$ cat config.mk
export PLATFORM = sky130hd
export DESIGN_NAME = mips_cpu_harvard
export DESIGN_NICKNAME = d
export VERILOG_FILES = /design/src/hw/mips_pkg.sv /design/src/hw/mips_cpu_harvard.sv /design/src/hw/mips_next_pc.sv /design/src/hw/mips_regfile.sv /design/src/hw/mips_alu.sv /design/src/hw/mips_alu_control.sv /design/src/hw/mips_control.sv
export VERILOG_INCLUDE_DIRS = /design/src /design/src/include
export SDC_FILE = /design/constraint.sdc
export NUM_CORES = 2
export LEC_CHECK = 0
export BUFFER_PORTS_ARGS = -buffer_cell sky130_fd_sc_hd__buf_2
export CAP_MARGIN = 20
export CORE_ASPECT_RATIO = 1.75
export CORE_MARGIN = 2
export CORE_UTILIZATION = 45
export CTS_BUF_LIST = sky130_fd_sc_hd__clkbuf_8
export DETAILED_ROUTE_END_ITERATION = 7
export GPL_TIMING_DRIVEN = 0
export PLACE_DENSITY = 0.59
export SLEW_MARGIN = 25
export SYNTH_ARGS = -nofsm -noshare
export SYNTH_HDL_FRONTEND = slang
export SYNTH_HIERARCHICAL = 1
export SYNTH_SLANG_ARGS = --single-unit
$ cat constraint.sdc
create_clock -name clk -period 8 [get_ports clk]
set_clock_uncertainty 0.2 [all_clocks]
set_input_delay 0.8 -clock clk [delete_from_list [all_inputs] [get_ports clk]]
set_output_delay 0.8 -clock clk [all_outputs]
set_load 0.02 [all_outputs]
$ cat src/include/mips_macros.svh
`ifndef MIPS_MACROS_SVH
`define MIPS_MACROS_SVH

// Datapath and address width
`define MIPS_XLEN 32

// Register file geometry
`define MIPS_REG_IDX_W 5
`define MIPS_NUM_REGS 32

// First fetch address after reset
`define MIPS_RESET_VECTOR 32'hBFC00000

`endif
$ cat src/hw/mips_pkg.sv
`default_nettype none

package mips_pkg;

    // Primary opcodes, instr[31:26]
    typedef enum logic [5:0] {
        OP_RTYPE = 6'h00,
        OP_J     = 6'h02,
        OP_JAL   = 6'h03,
        OP_BEQ   = 6'h04,
        OP_BNE   = 6'h05,
        OP_ADDIU = 6'h09,
        OP_SLTI  = 6'h0A,
        OP_ANDI  = 6'h0C,
        OP_ORI   = 6'h0D,
        OP_XORI  = 6'h0E,
        OP_LW    = 6'h23,
        OP_SW    = 6'h2B
    } opcode_e;

    // R-type function codes, instr[5:0]
    typedef enum logic [5:0] {
        FN_JR   = 6'h08,
        FN_ADDU = 6'h21,
        FN_SUBU = 6'h23,
        FN_AND  = 6'h24,
        FN_OR   = 6'h25,
        FN_XOR  = 6'h26,
        FN_SLT  = 6'h2A,
        FN_SLTU = 6'h2B
    } funct_e;

    // What the main decoder asks of the ALU decoder
    typedef enum logic [2:0] {
        CLASS_ADD,
        CLASS_SUB,
        CLASS_RTYPE,
        CLASS_SLTI,
        CLASS_ANDI,
        CLASS_ORI,
        CLASS_XORI
    } alu_class_e;

    typedef enum logic [3:0] {
        ALU_ADD,
        ALU_SUB,
        ALU_AND,
        ALU_OR,
        ALU_XOR,
        ALU_SLT,
        ALU_SLTU
    } alu_op_e;

endpackage

`default_nettype wire

$ cat src/hw/mips_cpu_harvard.sv
`timescale 1ns/1ps
`default_nettype none

`include "mips_macros.svh"

module mips_cpu_harvard (
    input  logic                  clk,
    input  logic                  reset,
    output logic                  active,
    output logic [`MIPS_XLEN-1:0] register_v0,

    input  logic                  clk_enable,

    output logic [`MIPS_XLEN-1:0] instr_address,
    input  logic [`MIPS_XLEN-1:0] instr_readdata,

    output logic [`MIPS_XLEN-1:0] data_address,
    output logic                  data_write,
    output logic                  data_read,
    output logic [`MIPS_XLEN-1:0] data_writedata,
    input  logic [`MIPS_XLEN-1:0] data_readdata
);
    import mips_pkg::*;

    // Instruction fields
    opcode_e                    instr_opcode;
    logic [`MIPS_REG_IDX_W-1:0] rs;
    logic [`MIPS_REG_IDX_W-1:0] rt;
    logic [`MIPS_REG_IDX_W-1:0] rd;
    logic [5:0]                 funct;
    logic [15:0]                imm;
    logic [25:0]                jump_field;

    assign instr_opcode = opcode_e'(instr_readdata[31:26]);
    assign rs           = instr_readdata[25:21];
    assign rt           = instr_readdata[20:16];
    assign rd           = instr_readdata[15:11];
    assign funct        = instr_readdata[5:0];
    assign imm          = instr_readdata[15:0];
    assign jump_field   = instr_readdata[25:0];

    logic       reg_dst;
    logic       alu_src;
    logic       imm_zero_ext;
    logic       mem_read;
    logic       mem_write;
    logic       mem_to_reg;
    logic       reg_write;
    logic       branch_eq;
    logic       branch_ne;
    logic       jump;
    logic       link;
    alu_class_e alu_class;
    alu_op_e    alu_op;
    logic       jr_sel;

    mips_control u_control (
        .instr_opcode (instr_opcode),
        .reg_dst      (reg_dst),
        .alu_src      (alu_src),
        .imm_zero_ext (imm_zero_ext),
        .mem_read     (mem_read),
        .mem_write    (mem_write),
        .mem_to_reg   (mem_to_reg),
        .reg_write    (reg_write),
        .branch_eq    (branch_eq),
        .branch_ne    (branch_ne),
        .jump         (jump),
        .link         (link),
        .alu_class    (alu_class)
    );

    mips_alu_control u_alu_control (
        .alu_class (alu_class),
        .funct     (funct),
        .alu_op    (alu_op),
        .jr_sel    (jr_sel)
    );

    logic [`MIPS_XLEN-1:0]      imm_sext;
    logic [`MIPS_XLEN-1:0]      imm_ext;
    logic [`MIPS_XLEN-1:0]      rs_data;
    logic [`MIPS_XLEN-1:0]      rt_data;
    logic [`MIPS_XLEN-1:0]      alu_b;
    logic [`MIPS_XLEN-1:0]      alu_result;
    logic                       alu_zero;
    logic [`MIPS_XLEN-1:0]      pc;
    logic [`MIPS_XLEN-1:0]      pc_plus4;
    logic [`MIPS_REG_IDX_W-1:0] wb_index;
    logic [`MIPS_XLEN-1:0]      wb_data;
    logic                       wb_enable;

    assign imm_sext = {{(`MIPS_XLEN-16){imm[15]}}, imm};
    // Logical immediates are zero-extended
    assign imm_ext  = imm_zero_ext ? {{(`MIPS_XLEN-16){1'b0}}, imm} : imm_sext;
    assign alu_b    = alu_src ? imm_ext : rt_data;

    mips_alu u_alu (
        .op     (alu_op),
        .a      (rs_data),
        .b      (alu_b),
        .result (alu_result),
        .zero   (alu_zero)
    );

    // JAL links into r31
    assign wb_index  = link ? `MIPS_REG_IDX_W'(31) : (reg_dst ? rd : rt);
    assign wb_data   = link ? pc_plus4 : (mem_to_reg ? data_readdata : alu_result);
    assign wb_enable = reg_write && !jr_sel && active;

    mips_regfile u_regfile (
        .clk          (clk),
        .reset        (reset),
        .clk_enable   (clk_enable),
        .write_enable (wb_enable),
        .read_index_a (rs),
        .read_index_b (rt),
        .write_index  (wb_index),
        .write_data   (wb_data),
        .read_data_a  (rs_data),
        .read_data_b  (rt_data),
        .register_v0  (register_v0)
    );

    mips_next_pc u_next_pc (
        .clk        (clk),
        .reset      (reset),
        .clk_enable (clk_enable),
        .branch_eq  (branch_eq),
        .branch_ne  (branch_ne),
        .zero       (alu_zero),
        .jump       (jump),
        .jr_sel     (jr_sel),
        .offset     (imm_sext),
        .rs_value   (rs_data),
        .jump_field (jump_field),
        .pc         (pc),
        .pc_plus4   (pc_plus4),
        .active     (active)
    );

    assign instr_address  = pc;
    assign data_address   = alu_result;
    assign data_writedata = rt_data;
    assign data_read      = mem_read && active;
    // Stores only land on an enabled edge while running
    assign data_write     = mem_write && clk_enable && active;

endmodule

`default_nettype wire

$ cat src/hw/mips_next_pc.sv
`timescale 1ns/1ps
`default_nettype none

`include "mips_macros.svh"

module mips_next_pc (
    input  logic                  clk,
    input  logic                  reset,
    input  logic                  clk_enable,
    input  logic                  branch_eq,
    input  logic                  branch_ne,
    input  logic                  zero,
    input  logic                  jump,
    input  logic                  jr_sel,
    input  logic [`MIPS_XLEN-1:0] offset,
    input  logic [`MIPS_XLEN-1:0] rs_value,
    input  logic [25:0]           jump_field,
    output logic [`MIPS_XLEN-1:0] pc,
    output logic [`MIPS_XLEN-1:0] pc_plus4,
    output logic                  active
);

    logic [`MIPS_XLEN-1:0] next_pc;
    logic                  branch_taken;

    assign pc_plus4     = pc + `MIPS_XLEN'(4);
    assign branch_taken = (branch_eq && zero) || (branch_ne && !zero);

    always_comb begin
        if (jr_sel) begin
            next_pc = rs_value;
        end else if (jump) begin
            // Region stays that of the delay-slot address
            next_pc = {pc_plus4[`MIPS_XLEN-1:`MIPS_XLEN-4], jump_field, 2'b00};
        end else if (branch_taken) begin
            next_pc = pc_plus4 + {offset[`MIPS_XLEN-3:0], 2'b00};
        end else begin
            next_pc = pc_plus4;
        end
    end

    always_ff @(posedge clk) begin
        if (reset) begin
            pc     <= `MIPS_RESET_VECTOR;
            active <= 1'b1;
        end else if (clk_enable && active) begin
            pc <= next_pc;
            // JR to address zero halts
            if (jr_sel && rs_value == '0) begin
                active <= 1'b0;
            end
        end
    end

    // Halt parks the PC at zero
    assert property (@(posedge clk) disable iff (reset)
        !active |-> (pc == '0));

endmodule

`default_nettype wire

$ cat src/hw/mips_regfile.sv
`timescale 1ns/1ps
`default_nettype none

`include "mips_macros.svh"

module mips_regfile (
    input  logic                       clk,
    input  logic                       reset,
    input  logic                       clk_enable,
    input  logic                       write_enable,
    input  logic [`MIPS_REG_IDX_W-1:0] read_index_a,
    input  logic [`MIPS_REG_IDX_W-1:0] read_index_b,
    input  logic [`MIPS_REG_IDX_W-1:0] write_index,
    input  logic [`MIPS_XLEN-1:0]      write_data,
    output logic [`MIPS_XLEN-1:0]      read_data_a,
    output logic [`MIPS_XLEN-1:0]      read_data_b,
    output logic [`MIPS_XLEN-1:0]      register_v0
);

    logic [`MIPS_XLEN-1:0] regs [`MIPS_NUM_REGS];

    always_ff @(posedge clk) begin
        if (reset) begin
            for (int i = 0; i < `MIPS_NUM_REGS; i++) begin
                regs[i] <= '0;
            end
        end else if (clk_enable && write_enable && write_index != '0) begin
            regs[write_index] <= write_data;
        end
    end

    assign read_data_a = regs[read_index_a];
    assign read_data_b = regs[read_index_b];

    // v0 is r2
    assign register_v0 = regs[2];

    // r0 stays zero since its writes are dropped above
    assert property (@(posedge clk) disable iff (reset)
        (read_index_a == '0) |-> (read_data_a == '0));

endmodule

`default_nettype wire

$ cat src/hw/mips_alu.sv
`timescale 1ns/1ps
`default_nettype none

`include "mips_macros.svh"

module mips_alu (
    input  mips_pkg::alu_op_e      op,
    input  logic [`MIPS_XLEN-1:0]  a,
    input  logic [`MIPS_XLEN-1:0]  b,
    output logic [`MIPS_XLEN-1:0]  result,
    output logic                   zero
);
    import mips_pkg::*;

    logic slt_signed;
    logic slt_unsigned;

    assign slt_signed   = $signed(a) < $signed(b);
    assign slt_unsigned = a < b;

    always_comb begin
        case (op)
            ALU_ADD:  result = a + b;
            ALU_SUB:  result = a - b;
            ALU_AND:  result = a & b;
            ALU_OR:   result = a | b;
            ALU_XOR:  result = a ^ b;
            // Compare results are a single 0/1 in the low bit
            ALU_SLT:  result = {{(`MIPS_XLEN-1){1'b0}}, slt_signed};
            ALU_SLTU: result = {{(`MIPS_XLEN-1){1'b0}}, slt_unsigned};
            default:  result = '0;
        endcase
    end

    // Branch compare uses the SUB result
    assign zero = (result == '0);

endmodule

`default_nettype wire

$ cat src/hw/mips_alu_control.sv
`timescale 1ns/1ps
`default_nettype none

module mips_alu_control (
    input  mips_pkg::alu_class_e alu_class,
    input  logic [5:0]           funct,
    output mips_pkg::alu_op_e    alu_op,
    output logic                 jr_sel
);
    import mips_pkg::*;

    always_comb begin
        jr_sel = 1'b0;
        case (alu_class)
            CLASS_ADD:  alu_op = ALU_ADD;
            CLASS_SUB:  alu_op = ALU_SUB;
            CLASS_SLTI: alu_op = ALU_SLT;
            CLASS_ANDI: alu_op = ALU_AND;
            CLASS_ORI:  alu_op = ALU_OR;
            CLASS_XORI: alu_op = ALU_XOR;
            CLASS_RTYPE: begin
                case (funct_e'(funct))
                    FN_ADDU: alu_op = ALU_ADD;
                    FN_SUBU: alu_op = ALU_SUB;
                    FN_AND:  alu_op = ALU_AND;
                    FN_OR:   alu_op = ALU_OR;
                    FN_XOR:  alu_op = ALU_XOR;
                    FN_SLT:  alu_op = ALU_SLT;
                    FN_SLTU: alu_op = ALU_SLTU;
                    FN_JR: begin
                        alu_op = ALU_ADD;
                        jr_sel = 1'b1;
                    end
                    default: alu_op = ALU_ADD;
                endcase
            end
            default: alu_op = ALU_ADD;
        endcase
    end

endmodule

`default_nettype wire

$ cat src/hw/mips_control.sv
`timescale 1ns/1ps
`default_nettype none

module mips_control (
    input  mips_pkg::opcode_e    instr_opcode,
    output logic                 reg_dst,
    output logic                 alu_src,
    output logic                 imm_zero_ext,
    output logic                 mem_read,
    output logic                 mem_write,
    output logic                 mem_to_reg,
    output logic                 reg_write,
    output logic                 branch_eq,
    output logic                 branch_ne,
    output logic                 jump,
    output logic                 link,
    output mips_pkg::alu_class_e alu_class
);
    import mips_pkg::*;

    always_comb begin
        // No-op defaults, nothing written
        reg_dst      = 1'b0;
        alu_src      = 1'b0;
        imm_zero_ext = 1'b0;
        mem_read     = 1'b0;
        mem_write    = 1'b0;
        mem_to_reg   = 1'b0;
        reg_write    = 1'b0;
        branch_eq    = 1'b0;
        branch_ne    = 1'b0;
        jump         = 1'b0;
        link         = 1'b0;
        alu_class    = CLASS_ADD;

        case (instr_opcode)
            OP_RTYPE: begin
                reg_dst   = 1'b1;
                reg_write = 1'b1;
                alu_class = CLASS_RTYPE;
            end
            OP_J: begin
                jump = 1'b1;
            end
            OP_JAL: begin
                jump      = 1'b1;
                link      = 1'b1;
                reg_write = 1'b1;
            end
            OP_BEQ: begin
                branch_eq = 1'b1;
                alu_class = CLASS_SUB;
            end
            OP_BNE: begin
                branch_ne = 1'b1;
                alu_class = CLASS_SUB;
            end
            OP_ADDIU: begin
                alu_src   = 1'b1;
                reg_write = 1'b1;
            end
            OP_SLTI: begin
                alu_src   = 1'b1;
                reg_write = 1'b1;
                alu_class = CLASS_SLTI;
            end
            OP_ANDI, OP_ORI, OP_XORI: begin
                alu_src      = 1'b1;
                imm_zero_ext = 1'b1;
                reg_write    = 1'b1;
                alu_class    = (instr_opcode == OP_ANDI) ? CLASS_ANDI :
                               (instr_opcode == OP_ORI)  ? CLASS_ORI  : CLASS_XORI;
            end
            OP_LW: begin
                alu_src    = 1'b1;
                mem_read   = 1'b1;
                mem_to_reg = 1'b1;
                reg_write  = 1'b1;
            end
            OP_SW: begin
                alu_src   = 1'b1;
                mem_write = 1'b1;
            end
            default: ;
        endcase
    end

endmodule

`default_nettype wire

# == Yosys cells after proc, flatten, opt, wreduce, memory -nomap -nowiden ==
# Memory sizes are Yosys's and may differ from the RTL's.
# Index checks and enable logic that the tools add are counted.
# classes
mux,35
eq_ne,30
magnitude_cmp,2
n_shift,0
n_mul,0
n_addsub,4
n_div,0
bitwise_logic,3
reduce_logical,26
# op_table
operator,n
$mux 32,8
$pmux 32 s7,1
$add 32x32->32,2
$logic_not 32->1,2
$lt 32x32->1,2
$eq 6x6->1 const B,8
$eq 6x4->1 const B,6
$add 32x3->32 const B,1
$and 32x32->32,1
$or 32x32->32,1
$reduce_or 32->1,1
$sub 32x32->32,1
$xor 32x32->32,1
$pmux 4 s6,1
$mux 1,18
$pmux 3 s6,1
$mux 5,3
$eq 4x3->1 const B,3
$eq 6x2->1 const B,2
$eq 6x3->1 const B,2
$pmux 3 s4,1
$logic_and 1x1->1,11
$eq 3x3->1 const B,3
$eq 4x2->1 const B,2
15 further kinds,18
# totals
inputBits,67
ramBits,1024
n_memories,1
out_inout_bits,131
latch_bits,0
ff_bits,33
wordCells,103
romBits,0
# mem_list
name,depth,word_bits,read_ports,rd_ports_with_merged_regs,wr,line_no,text
u_regfile.regs,32,32,3,0,32,mips_regfile.sv:20,logic [`MIPS_XLEN-1:0] regs [`MIPS_NUM_REGS];

# == Depth between registers and ports, before layout ==
# depth
depth_word,16
depth_mapped,33
depth_no_buf,27

# == Cells and area by module ==
# Netlist, hierarchy kept.
# modules_own_cells
module,area_per_inst_um2,seq_area_each_um2,n_inst,cells_each
mips_regfile,56070.0,30749.5,1,4604
mips_alu,5515.3,0.0,1,852
mips_next_pc,4151.5,660.6,1,569
mips_cpu_harvard,1249.9,0.0,1,176
mips_control,257.7,0.0,1,38
mips_alu_control,152.6,0.0,1,24

# == Least setup slack after synthesis ==
# No wires, ideal clock.
# synth_timing
path_type,input-to-reg
startpoint,input port instr_readdata[17]
endpoint,register u_next_pc.pc[14]
setup_ns,0.086
path_buffers,6
slack_ns,0.809
t_required_ns,7.714
path_stages,29
arrival_time_ns,6.905
cell_sequence,buf_4 -> buf_6 -> buf_4 -> buf_4 -> mux2i_1 -> nand2_1 -> nand3_1 -> nand3_1 -> mux2_2 -> ha_1 -> fa_1 -> xor2_1 -> a21oi_1 -> o21a_1 -> o32ai_1 -> or4_1 -> or4_1 -> or4_1 -> nor4_1 -> and4b_1 -> nand4b_1 -> nor2_1 -> mux2i_1 -> clkbuf_1 -> buf_1 -> nor2_1 -> o31ai_1 -> o21ai_0 -> a211oi_1
# synth_via
elab_chain_len,11
elab_cells_between_ends,18
classes_between,2 x add/sub; 2 x order compare; 5 x mux; 3 x bitwise; 5 x reduce/logical; 1 x memory
# synth_rtl
item,line_no,text
"start, declared",mips_cpu_harvard.sv:15,"input logic [`MIPS_XLEN-1:0] instr_readdata,"
$mem_v2 32x32 (*),-,
via data_writedata[0],mips_cpu_harvard.sv:20,"output logic [`MIPS_XLEN-1:0] data_writedata,"
$mux 32 (*),mips_cpu_harvard.sv:96,assign alu_b = alu_src ? imm_ext : rt_data;
via alu_b[0],mips_cpu_harvard.sv:84,logic [`MIPS_XLEN-1:0] alu_b;
$sub 32x32->32 / $add 32x32->32 (equally long branches),"mips_alu.sv:24, mips_alu.sv:23",
$pmux 32 s7 (*),mips_alu.sv:22,case (op)
via data_address[2],mips_cpu_harvard.sv:17,"output logic [`MIPS_XLEN-1:0] data_address,"
$logic_not 32->1 (*),mips_alu.sv:36,assign zero = (result == '0);
via alu_zero,mips_cpu_harvard.sv:86,logic alu_zero;
$logic_not 1->1,mips_next_pc.sv:27,assign branch_taken = (branch_eq && zero) || (branch_ne && !zero);
$logic_and 1x1->1,mips_next_pc.sv:27,
$logic_or 1x1->1 (*),mips_next_pc.sv:27,
$mux 32 (*),mips_next_pc.sv:35,end else if (branch_taken) begin
$mux 32 (*),mips_next_pc.sv:32,end else if (jump) begin
$mux 32 (*),mips_next_pc.sv:30,if (jr_sel) begin
"end signal, assigned",mips_next_pc.sv:44,pc <= `MIPS_RESET_VECTOR;
"end signal, assigned",mips_next_pc.sv:47,pc <= next_pc;
"end, declared",mips_next_pc.sv:18,"output logic [`MIPS_XLEN-1:0] pc,"
# The timed path passes the listed nets; every way through them passes the cells marked *.
# A chain may end at the register's enable or synchronous reset.

==> impl_metrics.py <==
metrics = {
    "pwr": {
        "p_int_w": 0.00985,
        "p_clk_share_pct": 30.1,
        "switchingPower_w": 0.00574,
        "peakVddDrop_v": 0.000137,
        "p_leak_nw": 31.6,
        "power_frac_seq_pct": 40.9,
        "p_comb_share_pct": 29.1,
        "p_per_area_nw_per_um2": 202,
        "switching_share_pct": 36.8,
    },
    "route": {
        "drtAntennaViolNets": 0,
        "vias": 56100,
        "wire_per_inst_um": 35.9,
        "drtPass1Iterations": 8,
        "vias_per_cell": 6.34,
        "wirelength_um": 317000,
        "drt_iter0_drc": 5624,
        "drc": 0,
    },
    "die": {
        "io_pins": 198,
        "fp.dieW_um": 297,
        "core_area_um2": 149000,
        "rows": 187,
        "die_height_um": 516,
        "dieArea_um2": 153000,
        "initial_core_util_pct": 45.4,
    },
    "global_routing": {
        "first_global_vias": 55900,
        "grt_usage_pct": 41.0,
        "grt_max_degree": 33,
        "overflow": 0,
        "antenna_found_initial": 19,
        "grt_pass1_wl_um": 428000,
    },
    "critical_path": {
        "rrSetupSlack_ns": 0.05,
        "worstSetupPathType": "input pin to flop",
        "end_kind": "flop",
        "critPathTopFamily": "compound AO/OA/AOI/OAI gates",
        "regToRegStartpoint": "u_regfile/regs[2][6]",
        "worstReg2RegEnd": "u_regfile/regs[6][31]",
        "cpPeakStageDelay_ns": 0.93,
        "crit_required_ns": 8.55,
        "critical_path_arrival_ns": 8.92,
        "worstRegToRegCells": 24,
        "crit_top_cell": "clkbuf_1",
        "cp_cell_sequence": "buf_2 -> nor2b_1 -> buf_4 -> clkbuf_1 -> a22oi_1 -> a31oi_1 -> nand3_1 -> inv_1 -> ha_1 -> clkbuf_2 -> nor4_2 -> nand2_1 -> o211ai_1 -> a21oi_1 -> a211oi_1 -> a2111oi_0 -> o211a_1 -> nor3_1 -> xnor2_1 -> a21o_1 -> mux2i_1 -> o21ai_1 -> clkbuf_1 -> and2_1",
        "critPathMaxFanout": 11,
        "cp-start-kind": "input pin",
        "path_buf_inv": 6,
        "cp_slowest_cell": "o21ai_1",
    },
    "clock_tree": {
        "tritoncts": "built",
        "clock_path_buffers": 3,
        "cts_sinks": 1057,
        "path_clk_slew_ns": 0.07,
        "cts_buffers": 165,
        "clk_latency_ns": 0.92,
        "h-tree-depth": 4,
        "root_buffer": "clkbuf_8",
    },
    "hold_path": {
        "hold_path_end": "u_next_pc/pc[19]",
        "min_path_type": "input pin to flop",
        "hold_path_depth": 3,
        "min_from": "instr_readdata[17]",
    },
    "job": {
        "drv_cap": 0,
    },
    "timing": {
        "period_share_pct": 105,
        "rsz0062_at_grt": "yes",
        "fin_ws_ns": -0.367,
        "tightest_slew_ns": 1.20,
        "max_slew_margin_pct": 19.5,
        "finalSetupViolations": 33,
        "fmax_ghz": 0.120,
        "slew_viol_final": 0,
        "hold_violations": 0,
        "fin_crit_ns": 8.37,
    },
    "synthesis": {
        "synth_ff_type": "edfxtp_1",
        "ys_top_cells_by_area": "edfxtp_1, mux2i_1, and2_1",
        "yosysMostFrequentCell": "mux2i_1",
        "yosys.area.top_type": "edfxtp_1",
        "ys_seq_area_share_pct": 46.6,
        "netlist_instances": 6263,
        "yosysWarnings": 6,
        "mappedNetlistArea_um2": 67400,
        "synth-seq-cells": 1057,
        "synth_cell_types": 109,
        "synth-edff-count": 1024,
        "yosysTopAreaCellShare_pct": 45.6,
        "synth_area_per_cell_um2": 10.8,
        "synth_common_cells": "mux2i_1, edfxtp_1, and2_1",
        "async_flop_share_pct": 0,
    },
    "finish": {
        "final_nets": 6936,
        "area_delta_synth_final_pct": 14.2,
        "post-route-util_pct": 51.8,
        "drive_gt1_share_pct": 16.7,
    },
    "outcome": {
        "violations": "setup timing",
        "outcome": "finished with violations",
    },
    "place": {
        "dp_hpwl_um": 248000,
        "dp_slack_ns": -4.96,
        "port_buffers": 196,
        "gp_congestion": 1.10,
    },
}
sequential cells by signal, summed over array words and instances (netlist names):
register and flops:
u_next_pc/active 1, u_next_pc/pc 32, u_regfile/regs 1024
worst register-to-register path: stages (launching register included):
cell,delay [ns]
edfxtp_1,0.42
mux2i_1,0.18
a22o_1,0.29
nor3_1,0.12
a31oi_2,0.29
nand3_2,0.21
mux2_4,0.33
inv_1,0.08
ha_1,0.29
nor2b_1,0.20
or4_4,0.44
a211oi_4,0.33
buf_4,0.18
o21ai_1,0.06
buf_4,0.22
a211oi_1,0.43
a2111oi_0,0.16
o211a_1,0.25
nor3_1,0.28
xnor2_1,0.20
a21o_1,0.41
mux2i_1,0.13
o21ai_1,0.93
clkbuf_1,0.89
and2_1,0.27
power groups by stage:
stage	Sequential [W]	Combinational, W	Clock (W)
floorplan	0.00646	0.00220	0
global placement	0.00647	0.00395	0
detailed placement	0.00648	0.00398	0
CTS	0.00636	0.00410	0.00474
global route	0.00639	0.00464	0.00494
finish	0.00637	0.00453	0.00468
metrics by stage:
step	TNS, ns	total power [W]	cells	cell area, um2	hold slack, ns
2_1_floorplan	0	0.00866	6294	67500	0.389
3_3_place_gp	-2081.35	0.0104	8474	71000	0.336
3_5_place_dp	-1237.60	0.0105	8481	71100	0.342
4_1_cts	0	0.0152	8770	75000	0.0590
5_1_grt	-1.37	0.0160	8837	77000	0.0867
6_report	-5.89	0.0156	8849	77000	0.0903
cells by family (layout without fill, tap and decap cells):
family / count (synthesis) / count (layout) / share of synthesized area [%]
AO/OA/AOI/OAI: 1155 / 1155 / 11.6
XOR/XNOR: 69 / 69 / 0.897
buffers and inverters: 696 / 1250 / 5.04
multiplexers: 1081 / 1081 / 16.2
flip-flops: 1057 / 1057 / 46.6
adder cells (fa/ha/maj): 142 / 142 / 2.67
other: 2 / 50 / 0.0111
AND/OR/NAND/NOR: 2061 / 2061 / 17.0
worst max-delay path by stage:
| stage | to | from | cells past startpoint |
|---|---|---|---|
| floorplan | u_next_pc/pc[14] | instr_readdata[17] | 29 |
| global placement | u_next_pc/pc[20] | instr_readdata[23] | 27 |
| detailed placement | u_next_pc/pc[14] | instr_readdata[18] | 30 |
| CTS | u_next_pc/pc[4] | instr_readdata[17] | 31 |
| global route | u_next_pc/pc[6] | instr_readdata[16] | 30 |
| finish | u_regfile/regs[6][31] | instr_readdata[23] | 24 |
metal layers:
metal  share of wire (%)  wire, um  GRT usage [%]  vias to the layer above
met3                 7.5     23800           10.1                     1257
met4                  10     33200           36.1                        8
met2                  50    157000           70.3                     3091
met5               0.016        50              0                        -
li1                    -         -              -                    23900
met1                  32    103000           41.0                    27800
placed cells by master (no fill, tap or decap), types with 188 or more instances in the layout:
cell,Yosys,routed
buf_2,91,263
a21oi_1,317,304
nand3_1,228,188
mux2i_1,1061,1055
a22oi_1,199,195
nand2_1,347,340
clkbuf_1,279,188
and2_1,1000,999
edfxtp_1,1024,1024
timing repair:
| action | in CTS | in global routing |
|---|---|---|
| endpoints found under the setup margin | 614 | 118 |
| gates resized for setup | 181 | 393 |
| pin swaps | 7 | 47 |
| hold buffers | 0 | 0 |
| gates cloned | 0 | 6 |
| buffers inserted | 7 | 59 |
area by class of cell:
| cell class | count | area (um2) |
|---|---|---|
| Inverter | 140 | 537 |
| Multi-Input combinational cell | 4541 | 33900 |
| Tap cell | 1984 | 2480 |
| Clock inverter | 121 | 872 |
| Sequential cell | 1057 | 31400 |
| Antenna cell | 17 | 42.5 |
| Fill cell | 13800 | 71600 |
| Timing Repair Buffer | 277 | 1820 |
| Clock buffer | 167 | 2300 |
| Buffer | 545 | 3600 |
Note: power is estimated with default switching activity, not from simulation.
